$ cat src/rtl/core_pkg.sv
package core_pkg;

	localparam int XLEN = 32;
	localparam int NUM_REGS = 32;
	localparam int WINDOW_DEPTH = 3;

	typedef logic [4:0] reg_addr_t;
	typedef logic [XLEN-1:0] word_t;
	typedef logic [15:0] imm_t;

	// bit 0 for unit 1, bit 1 for unit 2
	typedef logic [1:0] unit_mask_t;

	typedef enum logic [5:0] {
		OP_NOP  = 6'h00,
		OP_ADD  = 6'h01,
		OP_SUB  = 6'h02,
		OP_AND  = 6'h03,
		OP_OR   = 6'h04,
		OP_XOR  = 6'h05,
		OP_SLT  = 6'h06,
		OP_ADDI = 6'h08,
		OP_LUI  = 6'h09,
		OP_MUL  = 6'h0a
	} opcode_e;

	// src t lives in imm[15:11]
	typedef struct packed {
		logic [5:0] opcode;
		reg_addr_t dest;
		reg_addr_t src_s;
		imm_t imm;
	} instr_t;

	typedef struct packed {
		opcode_e op;
		reg_addr_t ds;
		reg_addr_t dt;
		reg_addr_t dd;
		imm_t imm;
		unit_mask_t units;
	} decoded_t;

	// integer ops common to both units, mul excluded
	function automatic word_t alu_calc(opcode_e op, word_t s, word_t t, imm_t imm);
		word_t r;
		case (op)
			OP_ADD:  r = s + t;
			OP_SUB:  r = s - t;
			OP_AND:  r = s & t;
			OP_OR:   r = s | t;
			OP_XOR:  r = s ^ t;
			OP_SLT:  r = word_t'($signed(s) < $signed(t));
			OP_ADDI: r = s + {{(XLEN-16){imm[15]}}, imm};
			OP_LUI:  r = {imm, 16'h0000};
			default: r = '0;
		endcase
		return r;
	endfunction

endpackage

$ cat src/rtl/instr_decoder.sv
module instr_decoder (
	input core_pkg::instr_t i_instr,
	output core_pkg::decoded_t o_dec
);
	import core_pkg::*;

	reg_addr_t src_t;

	assign src_t = i_instr.imm[15:11];

	always_comb begin
		o_dec = '0;
		case (i_instr.opcode)
			OP_ADD, OP_SUB, OP_AND, OP_OR, OP_XOR, OP_SLT: begin
				o_dec.op = opcode_e'(i_instr.opcode);
				o_dec.ds = i_instr.src_s;
				o_dec.dt = src_t;
				o_dec.dd = i_instr.dest;
				o_dec.units = 2'b11;
			end
			OP_MUL: begin
				o_dec.op = OP_MUL;
				o_dec.ds = i_instr.src_s;
				o_dec.dt = src_t;
				o_dec.dd = i_instr.dest;
				// multiplier only in unit 2
				o_dec.units = 2'b10;
			end
			OP_ADDI: begin
				o_dec.op = OP_ADDI;
				o_dec.ds = i_instr.src_s;
				o_dec.dd = i_instr.dest;
				o_dec.imm = i_instr.imm;
				o_dec.units = 2'b11;
			end
			OP_LUI: begin
				o_dec.op = OP_LUI;
				o_dec.dd = i_instr.dest;
				o_dec.imm = i_instr.imm;
				o_dec.units = 2'b11;
			end
			default: begin
				// no-op, no registers touched
				o_dec.op = OP_NOP;
				o_dec.units = 2'b11;
			end
		endcase
	end

endmodule

$ cat config.mk
export PLATFORM = sky130hd
export DESIGN_NAME = instr_decoder
export DESIGN_NICKNAME = d
export VERILOG_FILES = /design/src/rtl/core_pkg.sv /design/src/rtl/instr_decoder.sv
export SDC_FILE = /design/constraint.sdc
export NUM_CORES = 1
export LEC_CHECK = 0
export BUFFER_PORTS_ARGS = -buffer_cell sky130_fd_sc_hd__buf_2
export CAP_MARGIN = 25
export CORE_AREA = 2 2 47 49
export DETAILED_ROUTE_END_ITERATION = 6
export DIE_AREA = 0 0 49 51
export GPL_TIMING_DRIVEN = 0
export PLACE_DENSITY = 0.77
export SYNTH_ARGS = -nofsm -noshare
export SYNTH_HDL_FRONTEND = slang
export SYNTH_SLANG_ARGS = --single-unit
export TNS_END_PERCENT = 100
$ cat constraint.sdc
create_clock -name vclk -period 0.8
set_input_delay 0 -clock vclk [all_inputs]
set_output_delay 0 -clock vclk [all_outputs]
set_load 0.005 [all_outputs]
==> flow_summary.ini <==
[synth]
synth-simple-area-share_pct = 37.0
synth-xor-area-share_pct = 0
synthMuxAreaShare_pct = 0
yosysSeqAreaShare_pct = 0
synth_compound_area_share_pct = 34.8
avgSynthCellArea_um2 = 7.71
synth_top_area_share_pct = 17.3
synthAdderAreaFrac_pct = 1.73
synth_top_family_by_area = simple AND/OR/NAND/NOR gates
synth_cell_types = 22
synthTopCellsByCount = and3_1 (16), inv_1 (16), a2111oi_0 (6)
synth_top_cell_by_area = and3_1
synthTopCellsByArea = and3_1 (17%), inv_1 (10%), a2111oi_4 (9.5%)
yosys_warnings = 0
netlist_instances = 75
syn_area_um2 = 578

[placed_design]
port_buffers = 65
dp.cells = 169
post-dp-hpwl_mm = 1.63
gp_congestion = 0.646

[critical_path]
crit_family = compound AO/OA/AOI/OAI gates
crit_arrival_ns = 1.08
critPathMaxStageDelay_ns = 0.39
worstSetupEndpointType = output port
start_kind = input pin
critPathKind = input pin to output port
cp_num_buf_inv = 3
cp_max_fo = 5
cp_slowest_cell = a211o_4
required_ns = 0.80
crit_chain = buf_12 -> a211o_4 -> buf_16 -> a2111oi_4 -> buf_2

[power]
power.density_mw_per_mm2 = 420
ir_worst_vdd_v = 0.000220
p_leak_nw = 0.755

[timing]
layout_setup_ws_ns = -0.284
rsz0062_at_grt = true
slew_violations = 0
tns_ns = -5.17
finalCriticalPeriod_ns = 1.08
setup_viol = 34
finalHoldViolCount = 0
period_share_pct = 135
fmax_mhz = 923

[floorplanning]
pin_count = 71
die_w_um = 49
die_area_mm2 = 0.00250
fp.dieH_um = 51
coreArea_mm2 = 0.00206
row_count = 17
initial_utilization_pct = 28.0

[detailed_routing]
ant_nets = 0
wl_per_cell_um = 15.8
drt_pass1_iterations = 4
viasPerCell = 5.01
drc_errors = 0
via_count = 901
wirelength_mm = 2.85
drt_iter0_drc = 18

[grt]
gr-total-overflow = 0
grt_max_degree = 11
track_usage_pct = 19.8
antenna_found_initial = 0
grt_pass1_wl_mm = 4.00
grt_pass1_vias = 840

[final_layout]
seq_area_um2 = 0
area_growth_pct = 159
drive_above_1_share_pct = 78.3
design.seq.count = 0
fin_cells = 180
fillers = 141
clock_buffers = 0
fin_nets = 186
diodes = 0

[run_status]
status = finished with violations
violations = setup timing

[hold_path]
hold_start = i_instr[30]
hold_path.class = input pin to output port
min_path_cells = 3
min_to = o_dec[33]

[flow_run]
max-cap-violations = 0

[clock_network]
ctsHoldBuffers = 0
[logic make-up after synthesis]
group / count (synthesis)
compound gates: 16
other cells: 2
simple gates: 28
buf+inv: 28
fa+ha+maj: 1
[tightest hold or removal path: cells and delay by family]
kind,cells,cell delay [ns]
buffers and inverters,2,0.24
AND/OR/NAND/NOR,1,0.05
[per-stage QoR]
stage / power (mW) / hold WS (ns) / instance area (um2) / worst slack [ns] / utilization, %
after detailed placement: 0.382 / 0.275 / 1030 / -0.433 / 49.8
after CTS: 0.561 / 0.264 / 1370 / -0.256 / 66.3
final: 0.630 / 0.296 / 1500 / -0.284 / 72.7
after floorplan: 0.237 / 0.0334 / 667 / -0.141 / -
after global placement: 0.370 / 0.271 / 1030 / -0.382 / 49.8
after global routing: 0.668 / 0.309 / 1500 / -0.316 / 72.7
[where the power goes]
part | internal, mW | switching (mW)
logic | 0.325 | 0.305
clock network | 0 | 0
registers | 0 | 0
total | 0.325 | 0.305
[timing repair]
item,CTS,global route
pin swaps,9,6
gates cloned,2,0
endpoints found under the setup margin,36,36
resized for setup,38,25
setup buffers,7,2
[cells in the final DEF (no fill, tap or decap), types with 3 or more instances in the layout]
cell,n
buf_12,7
a2111oi_4,9
inv_1,16
buf_6,9
and3_1,12
nor4_4,6
conb_1,3
and3_4,4
buf_4,8
buf_2,58
[layer usage]
| layer | GRT usage (%) | vias to the layer above | part of all wire, % | wire, um |
|---|---|---|---|---|
| met5 | 0 | - | 0 | 0 |
| met1 | 21.6 | 430 | 36 | 1010 |
| met4 | 2.86 | 0 | 0.67 | 19 |
| met2 | 41.8 | 41 | 59 | 1690 |
| li1 | - | 428 | - | - |
| met3 | 1.46 | 2 | 4.3 | 123 |
[final cells by class]
type	instances	area (um2)	area share (%)
plain buffers	12	151	10.1
inverters	16	60.1	4.01
multi-input cells	48	708	47.2
well taps	28	35.0	2.34
repair buffers	76	544	36.3
[worst max path at each step]
stage,start,end,slack [ns],cells after the start
after floorplan,i_instr[28],o_dec[30],-0.14,4
after global placement,i_instr[29],o_dec[32],-0.38,4
after detailed placement,i_instr[29],o_dec[18],-0.43,4
after CTS,i_instr[28],o_dec[18],-0.26,5
after global routing,i_instr[28],o_dec[32],-0.32,4
final,i_instr[28],o_dec[28],-0.28,5
(Power assumes the default switching activity.)
