$ cat src/rtl/core_pkg.sv
package core_pkg;

	localparam int XLEN = 32;
	localparam int NUM_REGS = 32;
	localparam int WINDOW_DEPTH = 3;

	typedef logic [4:0] reg_addr_t;
	typedef logic [XLEN-1:0] word_t;
	typedef logic [15:0] imm_t;

	// bit 0 for unit 1, bit 1 for unit 2
	typedef logic [1:0] unit_mask_t;

	typedef enum logic [5:0] {
		OP_NOP  = 6'h00,
		OP_ADD  = 6'h01,
		OP_SUB  = 6'h02,
		OP_AND  = 6'h03,
		OP_OR   = 6'h04,
		OP_XOR  = 6'h05,
		OP_SLT  = 6'h06,
		OP_ADDI = 6'h08,
		OP_LUI  = 6'h09,
		OP_MUL  = 6'h0a
	} opcode_e;

	// src t lives in imm[15:11]
	typedef struct packed {
		logic [5:0] opcode;
		reg_addr_t dest;
		reg_addr_t src_s;
		imm_t imm;
	} instr_t;

	typedef struct packed {
		opcode_e op;
		reg_addr_t ds;
		reg_addr_t dt;
		reg_addr_t dd;
		imm_t imm;
		unit_mask_t units;
	} decoded_t;

	// integer ops common to both units, mul excluded
	function automatic word_t alu_calc(opcode_e op, word_t s, word_t t, imm_t imm);
		word_t r;
		case (op)
			OP_ADD:  r = s + t;
			OP_SUB:  r = s - t;
			OP_AND:  r = s & t;
			OP_OR:   r = s | t;
			OP_XOR:  r = s ^ t;
			OP_SLT:  r = word_t'($signed(s) < $signed(t));
			OP_ADDI: r = s + {{(XLEN-16){imm[15]}}, imm};
			OP_LUI:  r = {imm, 16'h0000};
			default: r = '0;
		endcase
		return r;
	endfunction

endpackage

$ cat src/rtl/issue_if.sv
interface issue_if;
	import core_pkg::*;

	logic vld;
	opcode_e op;
	word_t ds_val;
	word_t dt_val;
	reg_addr_t dd;
	imm_t imm;

	modport win (
		output vld,
		output op,
		output ds_val,
		output dt_val,
		output dd,
		output imm
	);

	modport unit (
		input vld,
		input op,
		input ds_val,
		input dt_val,
		input dd,
		input imm
	);

endinterface

$ cat src/rtl/alu_mul_unit.sv
module alu_mul_unit (
	input logic clk,
	input logic rstn,
	issue_if.unit issue,
	output core_pkg::reg_addr_t o_wb_addr,
	output core_pkg::word_t o_wb_data
);
	import core_pkg::*;

	word_t prod;
	word_t res;
	reg_addr_t s1_dd;
	word_t s1_data;

	// low half of the product only
	assign prod = issue.ds_val * issue.dt_val;
	assign res = (issue.op == OP_MUL) ? prod
		: alu_calc(issue.op, issue.ds_val, issue.dt_val, issue.imm);

	always_ff @(posedge clk) begin
		if (!rstn) begin
			s1_dd <= '0;
			o_wb_addr <= '0;
		end else begin
			s1_dd <= issue.vld ? issue.dd : '0;
			o_wb_addr <= s1_dd;
		end
	end

	// two in flight, one per stage
	always_ff @(posedge clk) begin
		s1_data <= res;
		o_wb_data <= s1_data;
	end

endmodule

$ cat src/flat_wrapper.sv
// flat-port wrapper written by rule: the top's interface ports become plain ports
module alu_mul_unit_flat import core_pkg::*;
  (clk, rstn, o_wb_addr, o_wb_data, issue_vld, issue_op, issue_ds_val, issue_dt_val, issue_dd, issue_imm);
  issue_if issue_i ();
  input logic clk;
  input logic rstn;
  output core_pkg::reg_addr_t o_wb_addr;
  output core_pkg::word_t o_wb_data;
  input wire logic [$bits(issue_i.vld)-1:0] issue_vld;
  input wire logic [$bits(issue_i.op)-1:0] issue_op;
  input wire logic [$bits(issue_i.ds_val)-1:0] issue_ds_val;
  input wire logic [$bits(issue_i.dt_val)-1:0] issue_dt_val;
  input wire logic [$bits(issue_i.dd)-1:0] issue_dd;
  input wire logic [$bits(issue_i.imm)-1:0] issue_imm;
  assign issue_i.vld = issue_vld;
  assign issue_i.op = issue_op;
  assign issue_i.ds_val = issue_ds_val;
  assign issue_i.dt_val = issue_dt_val;
  assign issue_i.dd = issue_dd;
  assign issue_i.imm = issue_imm;
  alu_mul_unit u_core (.clk(clk), .rstn(rstn), .issue(issue_i), .o_wb_addr(o_wb_addr), .o_wb_data(o_wb_data));
endmodule
$ cat config.mk
export PLATFORM = sky130hd
export DESIGN_NAME = alu_mul_unit_flat
export DESIGN_NICKNAME = d
export VERILOG_FILES = /design/src/rtl/core_pkg.sv /design/src/rtl/issue_if.sv /design/src/rtl/alu_mul_unit.sv /design/src/flat_wrapper.sv
export SDC_FILE = /design/constraint.sdc
export NUM_CORES = 2
export LEC_CHECK = 0
export BUFFER_PORTS_ARGS = -buffer_cell sky130_fd_sc_hd__buf_2
export CORE_ASPECT_RATIO = 0.6
export CORE_MARGIN = 2
export CORE_UTILIZATION = 50
export CTS_BUF_LIST = sky130_fd_sc_hd__clkbuf_4 sky130_fd_sc_hd__clkbuf_8 sky130_fd_sc_hd__clkbuf_16
export DETAILED_ROUTE_END_ITERATION = 8
export PLACE_DENSITY = 0.66
export SLEW_MARGIN = 5
export SYNTH_ARGS = -nofsm -noshare
export SYNTH_HDL_FRONTEND = slang
export SYNTH_SLANG_ARGS = --single-unit
$ cat constraint.sdc
create_clock -name clk -period 10.3 [get_ports clk]
set_clock_uncertainty 0.2 [all_clocks]
set_input_delay 2.06 -clock clk [delete_from_list [all_inputs] [get_ports clk]]
set_output_delay 2.06 -clock clk [all_outputs]
set_load 0.02 [all_outputs]
==> impl_metrics.yaml <==
outcome:
  status: "finished, final reports clean"
clock_network:
  clock-sinks: 74
  tritoncts: "built"
  cts_hold_buf: 0
  numCtsBuffers: 9
  cts_resized: 0
  cts_max_level: 3
  insertion_delay_ns: 0.36
  clk_pin_slew_ns: 0.07
  post_cts_buffers: 0
  clockBufferDepth: 2
  root_buffer: "clkbuf_16"
grt:
  grt_usage_pct: 37.98
  antenna_found_initial: 2
  grt_pass1_vias: 19607
  grt_pass1_wl_um: 126600
  gr-total-overflow: 0
  grt_max_degree: 49
worst_hold_path:
  min_path_type: "register to register"
  hold_start: "u_core.s1_data[21]"
drt:
  drc: 0
  via_per_inst: 5.919
  via_count: 19456
  ant_nets: 0
  routed_wl_um: 84370
  drtPass1Iterations: 6
  first_iter_violations: 2508
  routedWlPerCell_um: 25.67
finish:
  area_growth_pct: 9.151
  drive_gt1_share_pct: 9.679
  finish.net_count: 3456
  design_area_um2: 23800
logic_synthesis:
  synth_seq_cells: 74
  yosysWarnings: 0
  syn_avg_cell_area_um2: 8.479
  synth_flop_cell: "dfxtp_1"
  netlist_instances: 2572
  synth_top_cell_area_share_pct: 37.64
  yosysSeqAreaShare_pct: 6.793
  synthTopCellsByCount: "inv_1 (453), fa_1 (410), nor2_1 (366), nand2_1 (263), ha_1 (250)"
  synth_largest_area_cell: "fa_1"
  netlist_top_cells_area: "fa_1 (38%), ha_1 (14%), inv_1 (7.8%)"
  yosysUniqueCellTypes: 73
  syn-cell-area_um2: 21810
  synth_most_common_cell: "inv_1"
  synth_edf_count: 0
  synth.net_count: 3326
  synthArstFlopShare_pct: 0
setup_path:
  critPathCaptureType: "register"
  arrival_ns: 9.68
  rr_startpoint: "u_core.s1_dd[2]"
  crit_path_max_fanout: 13
  path_delay_family: "adder cells"
  crit_required_ns: 10.34
  criticalPathCategory: "input pin to register"
  cp_slowest_stage_delay_ns: 0.55
  cpMaxStageDelayCell: "fa_1"
  crit_top_cell: "fa_1"
  worstSetupStartpointType: "input pin"
  crit_buf_inv: 7
  crit_path_start: "issue_ds_val[8]"
die:
  io_pins: 131
  initial_utilization_pct: 50.50
  core_area_um2: 43190
  die_width_um: 273.6
  row_count: 59
  fp.dieH_um: 165.8
  dieArea_um2: 45360
timing:
  drv_slew: 0
  rsz0062_at_grt: "false"
  worstMarginPinSlew_ns: 1.045
  period_minus_slack_ns: 9.637
  hold_violations: 0
  setup_viol: 0
  fmaxAchievable_mhz: 103.8
  timing.final.crit_share_pct: 93.56
  slew_headroom_pct: 30.12
  setup_tns_ns: 0
  setup_ws_ns: 0.6634
placed_design:
  placement.io_buffers: 130
  gp_congestion: 1.050
  dpl.hpwl_um: 71020
  post_dp_cell_area_um2: 23490
  pre_cts_ws_ns: 0.4552
run:
  cap_violations: 0
## logic make-up after synthesis
family          count (synthesis)  share of synthesized area [%]
xor+xnor                      134                          5.382
fa+ha+maj                     660                          51.98
flops                          74                          6.793
mux                             5                         0.2295
compound gates                384                          11.66
buf+inv                       574                          10.01
simple gates                  741                          13.95
## routing by layer
layer | global-route usage [%] | up-vias | wire (um)
li1 | - | 8338 | -
met1 | 55.35 | 9699 | 35470
met2 | 52.54 | 1241 | 34030
met3 | 13.22 | 176 | 11560
met4 | 12.05 | 2 | 3289
met5 | 0 | - | 11
## layout make-up
type / instances / area (um^2)
diodes: 1 / 2.502
well taps: 579 / 724.4
flip-flops and latches: 74 / 1481
clock buffers: 9 / 225.2
clock inverters: 7 / 82.58
repair buffers: 221 / 1346
inverters: 472 / 1772
multi-input cells: 1924 / 18170
fillers: 4056 / 19380
## state kept, by name (all words and copies together), names as in the netlist
| register | cells |
|---|---|
| u_core.o_wb_addr | 5 |
| u_core.o_wb_data | 32 |
| u_core.s1_data | 32 |
| u_core.s1_dd | 5 |
## cells in the final DEF, fill, tap and decap left out, types with 12 or more instances in the layout
cell      count
a221oi_1     14
xnor2_1     103
o21ai_0      99
nor3_1       20
buf_4        90
o221ai_1     15
o21bai_1     19
nand2b_1     17
clkinv_1     16
inv_1       453
a222oi_1     12
a21oi_1     100
nand3_1      12
nand2_1     263
fa_1        410
buf_2       130
xor2_1       31
dfxtp_1      74
nor2_1      366
a22oi_1      13
a21o_1       29
ha_1        250
## metrics by stage
step	cells	utilization [%]	hold WS (ns)
finish	3287	55.12	0.1204
global route	3287	55.12	0.1274
CTS	3286	55.12	0.1186
detailed placement	3270	54.40	0.1121
global placement	3270	54.40	0.1095
floorplan	2572	-	0.1096
## worst paths after layout
path                                        endpoint  slack (ns)  cells past startpoint
worst max-delay path              u_core.s1_data[29]        0.66                     27
worst min-delay path            u_core.o_wb_data[21]        0.12                      0
worst max register to register   u_core.o_wb_addr[2]        9.55                      1
worst min register to register  u_core.o_wb_data[21]        0.12                      0
Power is not shown: default switching activity piles up to over one toggle a cycle in this logic, so the estimate is an artifact.
