[config.mk]
export PLATFORM = sky130hd
export DESIGN_NAME = alu_unit_flat
export DESIGN_NICKNAME = d
export VERILOG_FILES = /design/src/rtl/core_pkg.sv /design/src/rtl/issue_if.sv /design/src/rtl/alu_unit.sv /design/src/flat_wrapper.sv
export SDC_FILE = /design/constraint.sdc
export NUM_CORES = 1
export LEC_CHECK = 0
export ABC_AREA = 1
export BUFFER_PORTS_ARGS = -buffer_cell sky130_fd_sc_hd__buf_2
export CELL_PAD_IN_SITES_DETAIL_PLACEMENT = 1
export CELL_PAD_IN_SITES_GLOBAL_PLACEMENT = 1
export CORE_MARGIN = 10
export CORE_UTILIZATION = 43
export CTS_CLUSTER_SIZE = 28
export DETAILED_ROUTE_END_ITERATION = 6
export PLACE_DENSITY_LB_ADDON = 0.1
export SKIP_LAST_GASP = 1
export SLEW_MARGIN = 20
export SYNTH_ARGS = -nofsm -noshare
export SYNTH_HDL_FRONTEND = slang
export SYNTH_SLANG_ARGS = --single-unit
export TNS_END_PERCENT = 1
[constraint.sdc]
create_clock -name clk -period 4.77 [get_ports clk]
set_input_delay 0.2385 -clock clk [delete_from_list [all_inputs] [get_ports clk]]
set_output_delay 0.2385 -clock clk [all_outputs]
set_load 0.01 [all_outputs]
[src/rtl/core_pkg.sv]
package core_pkg;

	localparam int XLEN = 32;
	localparam int NUM_REGS = 32;
	localparam int WINDOW_DEPTH = 3;

	typedef logic [4:0] reg_addr_t;
	typedef logic [XLEN-1:0] word_t;
	typedef logic [15:0] imm_t;

	// bit 0 for unit 1, bit 1 for unit 2
	typedef logic [1:0] unit_mask_t;

	typedef enum logic [5:0] {
		OP_NOP  = 6'h00,
		OP_ADD  = 6'h01,
		OP_SUB  = 6'h02,
		OP_AND  = 6'h03,
		OP_OR   = 6'h04,
		OP_XOR  = 6'h05,
		OP_SLT  = 6'h06,
		OP_ADDI = 6'h08,
		OP_LUI  = 6'h09,
		OP_MUL  = 6'h0a
	} opcode_e;

	// src t lives in imm[15:11]
	typedef struct packed {
		logic [5:0] opcode;
		reg_addr_t dest;
		reg_addr_t src_s;
		imm_t imm;
	} instr_t;

	typedef struct packed {
		opcode_e op;
		reg_addr_t ds;
		reg_addr_t dt;
		reg_addr_t dd;
		imm_t imm;
		unit_mask_t units;
	} decoded_t;

	// integer ops common to both units, mul excluded
	function automatic word_t alu_calc(opcode_e op, word_t s, word_t t, imm_t imm);
		word_t r;
		case (op)
			OP_ADD:  r = s + t;
			OP_SUB:  r = s - t;
			OP_AND:  r = s & t;
			OP_OR:   r = s | t;
			OP_XOR:  r = s ^ t;
			OP_SLT:  r = word_t'($signed(s) < $signed(t));
			OP_ADDI: r = s + {{(XLEN-16){imm[15]}}, imm};
			OP_LUI:  r = {imm, 16'h0000};
			default: r = '0;
		endcase
		return r;
	endfunction

endpackage

[src/rtl/issue_if.sv]
interface issue_if;
	import core_pkg::*;

	logic vld;
	opcode_e op;
	word_t ds_val;
	word_t dt_val;
	reg_addr_t dd;
	imm_t imm;

	modport win (
		output vld,
		output op,
		output ds_val,
		output dt_val,
		output dd,
		output imm
	);

	modport unit (
		input vld,
		input op,
		input ds_val,
		input dt_val,
		input dd,
		input imm
	);

endinterface

[src/rtl/alu_unit.sv]
module alu_unit (
	input logic clk,
	input logic rstn,
	issue_if.unit issue,
	output core_pkg::reg_addr_t o_wb_addr,
	output core_pkg::word_t o_wb_data
);
	import core_pkg::*;

	word_t res;

	assign res = alu_calc(issue.op, issue.ds_val, issue.dt_val, issue.imm);

	// idle cycle writes nothing
	always_ff @(posedge clk) begin
		if (!rstn)
			o_wb_addr <= '0;
		else
			o_wb_addr <= issue.vld ? issue.dd : '0;
	end

	always_ff @(posedge clk) begin
		o_wb_data <= res;
	end

endmodule

[src/flat_wrapper.sv]
// flat-port wrapper written by rule: the top's interface ports become plain ports
module alu_unit_flat import core_pkg::*;
  (clk, rstn, o_wb_addr, o_wb_data, issue_vld, issue_op, issue_ds_val, issue_dt_val, issue_dd, issue_imm);
  issue_if issue_i ();
  input logic clk;
  input logic rstn;
  output core_pkg::reg_addr_t o_wb_addr;
  output core_pkg::word_t o_wb_data;
  input wire logic [$bits(issue_i.vld)-1:0] issue_vld;
  input wire logic [$bits(issue_i.op)-1:0] issue_op;
  input wire logic [$bits(issue_i.ds_val)-1:0] issue_ds_val;
  input wire logic [$bits(issue_i.dt_val)-1:0] issue_dt_val;
  input wire logic [$bits(issue_i.dd)-1:0] issue_dd;
  input wire logic [$bits(issue_i.imm)-1:0] issue_imm;
  assign issue_i.vld = issue_vld;
  assign issue_i.op = issue_op;
  assign issue_i.ds_val = issue_ds_val;
  assign issue_i.dt_val = issue_dt_val;
  assign issue_i.dd = issue_dd;
  assign issue_i.imm = issue_imm;
  alu_unit u_core (.clk(clk), .rstn(rstn), .issue(issue_i), .o_wb_addr(o_wb_addr), .o_wb_data(o_wb_data));
endmodule
==> flow_metrics.tcl, run 1 <==
set metrics [dict create \
    async_flop_share 0 \
    start_util 0.441 \
    grt_util_all_layers 0.291 \
    synth_common_cells "447 x nand2_1, 346 x inv_1, 132 x ha_1" \
    syn_area_sq_um 8010 \
    cts_max_path_buffers 2 \
    grt_setup_unrepaired "false" \
    drt_first_pass_iters 5 \
    critPathBufInv 5 \
    cp_top_family "simple AND/OR/NAND/NOR gates" \
    slowest_delay_ns 0.41 \
    die_h_microns 156 \
    syn_nets 1696 \
    routedWlPerCell_microns 20.0 \
    setup_viol 0 \
    ant_nets 0 \
    ctsResizeCount 0 \
    vias_per_cell 5.39 \
    pwr-share-comb 0.531 \
    grt_pass1_wl_microns 55200 \
    switching_share 0.486 \
    layout.nets 1816 \
    grt-ovfl-total 0 \
    num_rows 49 \
    yosysWarnings 0 \
    path_max_fanout 33 \
    wirelength_microns 36400 \
    endpoint_kind "register" \
    p_total_w 0.00155 \
    status "complete, no violations" \
    p_per_area_nw_per_um2 171 \
    drcViolationCount 0 \
    coreArea_sq_um 18100 \
    fillers 2727 \
    cp_cell_sequence "buf_2 -> inv_2 -> nand2_1 -> nor2_2 -> nand2_2 -> inv_2 -> nand2_4 -> o21ai_0 -> inv_1 -> ha_1 -> nand2_1 -> nor2_1 -> inv_1 -> nor2_1 -> nand4_1 -> nand3_1 -> nand2_1 -> nand3_1 -> nand3_1" \
    n_antenna_cell 0 \
    p_leak_nw 5.79 \
    synthMostInstantiatedCell "nand2_1" \
    postCtsHoldBufs 0 \
    holdCritPathClass "primary input to register" \
    grt_start_max_net_pins 34 \
    yosys_most_used_dff "dfxtp_1" \
    syn_avg_cell_area_sq_um 5.45 \
    setup_ws_ns 1.51 \
    gp_congestion 0.996 \
    die_w_microns 156 \
    drive_gt1_frac 0.105 \
    tightest_slew_ns 1.02 \
    arrival_ns 3.43 \
    drv_cap 0 \
    synth_edf_count 0 \
    synth_area_leaders "nand2_1 21%, ha_1 21%, inv_1 16%" \
    maxSlewViolCount 0 \
    synth_cell_type_count 36 \
    synth_seq_cells 37 \
    place_ws_ns 1.25 \
    final_area_sq_um 9020 \
    hold_violations 0 \
    max_freq_mhz 307 \
    port-buffer-count 130 \
    drt_iter0_markers 487 \
    synth_top_area_share 0.210 \
    vias 9806 \
    vdd_drop_max_mv 0.123 \
    slew_headroom 0.321 \
    cp.required_ns 4.94 \
    post-dp-hpwl_microns 31200 \
    path_clk_slew_ns 0.07 \
    seqPwrFrac 0.212 \
    critPathLaunchType "primary input" \
    clock_sinks 37 \
    power.internal_w 0.000794 \
    io_pins 131 \
    yosysTopAreaCell "nand2_1" \
    postCtsSetupBuffers 0 \
    cts_buffers 5 \
    grt_pass1_vias 10122 \
    grt_antenna_before_repair 0 \
    seq_area_frac_synth 0.0925 \
    cp_slowest_cell "inv_2" \
    crit_type "primary input to register" \
    root_buffer "clkbuf_16" \
    clkPwrFrac 0.257 \
    p_sw_w 0.000752 \
    fin_crit_sh 0.683 \
    min_period_ns 3.26 \
    cts_tree "built" \
    tns_ns 0 \
    htreeDepth 2 \
    syn-instance-count 1468 \
    place_area_sq_um 8870 \
    area_growth_pct 12.7 \
    die_area_sq_um 24500 \
]
logic make-up after synthesis:
| group | share of synthesized area |
|---|---|
| buf+inv | 0.176 |
| xor+xnor | 0.00547 |
| flops | 0.0925 |
| simple gates | 0.389 |
| fa+ha+maj | 0.211 |
| compound gates | 0.126 |
area by class of cell:
type	instances	area, sq um	share of cell area
flip-flops and latches	37	741	0.0821
repair buffers	133	673	0.0746
well taps	229	287	0.0318
clock inverters	2	13.8	0.00153
clock buffers	6	139	0.0154
multi-input cells	1062	5860	0.649
inverters	349	1310	0.145
metal layers:
layer  vias to the layer above  global-route usage  part of all wire
li1                       4792                   -                 -
met1                      4651               0.335              0.42
met2                       292               0.508              0.48
met3                        71              0.0414             0.057
met4                         0               0.160             0.053
met5                         -                   0                 0
layout by cell type, fill, tap and decap left out, types with 12 or more instances in the layout:
master and count:
a211oi_1 16, a21oi_1 61, buf_2 130, dfxtp_1 37, ha_1 132, inv_1 346
nand2_1 447, nand3_1 131, nand4_1 13, nor2_1 119, o21ai_0 50, o22ai_1 28
or2_2 12
final timing paths:
| path | startpoint | to | slack, ns | depth (start not counted) |
|---|---|---|---|---|
| setup / recovery | issue_op[2] | u_core.o_wb_data[20]$_DFF_P_ | 1.51 | 19 |
| hold / removal | issue_dd[0] | u_core.o_wb_addr[0]$_SDFF_PN0_ | 0.14 | 3 |
power groups by stage:
stage	combinational (W)	sequential [W]	clock (W)
global placement	0.000780	0.000335	0
detailed placement	0.000805	0.000335	0
global route	0.000914	0.000329	0.000406
finish	0.000820	0.000328	0.000398
floorplan	0.000511	0.000340	0
CTS	0.000811	0.000328	0.000396
state kept, by name, summed over array words and instances (netlist names):
signal	cells
u_core.o_wb_addr	5
u_core.o_wb_data	32
stage by stage:
step           hold slack (ns)   util  cells
6_report                 0.141  0.497   1818
3_5_place_dp             0.461  0.489   1810
4_1_cts                  0.142  0.497   1818
3_3_place_gp             0.457  0.489   1810
5_1_grt                  0.152  0.497   1818
2_1_floorplan            0.351      -   1468
No activity file was read; power rests on OpenSTA's default activity.
==> run 2, diff against run 1 <==
CORE_UTILIZATION = 40   (was 43)
clock period = 3.2 ns   (was 4.77 ns; I/O delays follow)
==> run 2 against run 1 <==
Non-clock buffer count increased by 5. Via count decreased by 1.1%. Setup slack worse by 1.1 ns. Die area grew 6.5%.
==> flow_metrics.tcl, run 2 (same netlist as run 1, synthesis figures left out) <==
set metrics [dict create \
    status "complete, no violations" \
    holdPathStages 3 \
    max_freq_mhz 360 \
    top_register "u_core.o_wb_data" \
    cp_slowest_cell "o21ai_0" \
    crit_type "primary input to register" \
    drt_iter0_markers 560 \
    grt_start_max_net_pins 33 \
    gp_congestion 0.984 \
    drv_cap 0 \
    drive_gt1_frac 0.108 \
    setup_viol 0 \
    die_w_microns 161 \
    grt_util_all_layers 0.272 \
    drt_first_pass_iters 5 \
    endpoint_kind "register" \
    vdd_drop_max_mv 0.176 \
    postCtsHoldBufs 0 \
    die_area_sq_um 26100 \
    ctsResizeCount 0 \
    die_h_microns 161 \
    wirelength_microns 36400 \
    cts_buffers 5 \
    grt-ovfl-total 0 \
    io_pins 131 \
    instances_no_fill 1859 \
    min_to "u_core.o_wb_addr[3]$_SDFF_PN0_" \
    routedWlPerCell_microns 19.6 \
    mostFrequentLayoutCells "447 x nand2_1, 346 x inv_1, 132 x ha_1, 131 x nand3_1, 130 x buf_2" \
    path_clk_slew_ns 0.07 \
    cts_max_path_buffers 2 \
    maxSlewViolCount 0 \
    min_period_ns 2.78 \
    path_max_fanout 26 \
    grt_pass1_wl_microns 55300 \
    critPathBufInv 4 \
    postCtsSetupBuffers 0 \
    layout.nets 1821 \
    ant_nets 0 \
    holdCritPathClass "primary input to register" \
    fin_crit_sh 0.869 \
    cts_tree "built" \
    grt_pass1_vias 10059 \
    clock_sinks 37 \
    largest_reg_flops 32 \
    critPathLaunchType "primary input" \
    cp_cell_sequence "buf_2 -> inv_2 -> nand2_1 -> nor2_2 -> nand2_2 -> buf_4 -> o21ai_0 -> ha_1 -> nand2_1 -> inv_1 -> nand2_1 -> nand2_1 -> a21oi_1 -> nand2_1 -> or2_2 -> nand3_1 -> nand3_1" \
    port-buffer-count 130 \
    place_ws_ns 0.165 \
    htreeDepth 2 \
    min_from "issue_dd[3]" \
    p_leak_nw 5.82 \
    drcViolationCount 0 \
    num_rows 51 \
    grt_setup_unrepaired "false" \
    vias_per_cell 5.22 \
    n_antenna_cell 0 \
    p_total_w 0.00237 \
    arrival_ns 2.93 \
    slew_headroom 0.367 \
    tns_ns 0 \
    placed_cells 1851 \
    top_regs "u_core.o_wb_data x32, u_core.o_wb_addr x5" \
    cp_top_family "simple AND/OR/NAND/NOR gates" \
    vias 9698 \
    start_util 0.409 \
    grt_antenna_before_repair 1 \
    coreArea_sq_um 19600 \
    mostFrequentLayoutCell "nand2_1" \
    setup_ws_ns 0.419 \
    p_per_area_nw_per_um2 260 \
    cp.required_ns 3.35 \
    path_common_cell "nand2_1" \
    tightest_slew_ns 0.947 \
    area_growth_pct 14.0 \
    root_buffer "clkbuf_16" \
    hold_violations 0 \
    post-dp-hpwl_microns 31500 \
    slowest_delay_ns 0.38 \
]
-- run 2: cell types whose count changed in the layout (fill, tap and decap cells not counted) --
| cell | previous run | this run |
|---|---|---|
| buf_4 | 3 | 8 |
| bufinv_16 | 0 | 1 |
| clkinv_2 | 1 | 0 |
| clkinv_4 | 1 | 0 |
| clkinvlp_4 | 0 | 1 |
-- run 2: worst max-delay path by stage --
| stage | startpoint | end | slack, ns | cells past startpoint |
|---|---|---|---|---|
| CTS | issue_op[2] | u_core.o_wb_data[15]$_DFF_P_ | 0.48 | 17 |
| detailed placement | issue_op[2] | u_core.o_wb_data[15]$_DFF_P_ | 0.17 | 17 |
| global route | issue_op[2] | u_core.o_wb_data[15]$_DFF_P_ | 0.22 | 17 |
| global placement | issue_op[2] | u_core.o_wb_data[15]$_DFF_P_ | 0.26 | 17 |
| finish | issue_op[2] | u_core.o_wb_data[15]$_DFF_P_ | 0.42 | 17 |
| floorplan | issue_op[2] | u_core.o_wb_data[8]$_DFF_P_ | 0.85 | 16 |
-- run 2: through the flow --
stage | utilization | hold WS (ns) | instance area (sq um)
4_1_cts | 0.466 | 0.0620 | 9130
3_3_place_gp | 0.457 | 0.377 | 8950
5_1_grt | 0.466 | 0.0729 | 9130
2_1_floorplan | - | 0.272 | 8010
6_report | 0.466 | 0.0626 | 9130
3_5_place_dp | 0.457 | 0.383 | 8950
-- run 2: final cells by class --
class | count | area, sq um
Inverter | 349 | 1310
Timing Repair Buffer | 138 | 711
Clock buffer | 6 | 139
Fill cell | 2937 | 10500
Sequential cell | 37 | 741
Multi-Input combinational cell | 1062 | 5860
Clock inverter | 2 | 37.5
Tap cell | 265 | 332
-- run 2: tightest hold or removal path, stage by stage --
cell and delay [ns]:
buf_2 0.10, inv_1 0.04, nor2_1 0.03
-- run 2: layer usage --
metal | vias up | track usage | part of all wire
met5 | - | 0 | 0.00033
met4 | 2 | 0.146 | 0.058
met3 | 96 | 0.0455 | 0.055
met2 | 312 | 0.464 | 0.46
met1 | 4502 | 0.319 | 0.43
li1 | 4786 | - | -
-- run 2: power breakdown --
part	internal (W)	total (W)	leakage (nW)	switching, W
clock	0.000391	0.000658	0.0831	0.000267
combinational	0.000391	0.00122	5.44	0.000833
sequential	0.000481	0.000489	0.301	0.00000836
total	0.00126	0.00237	5.82	0.00111
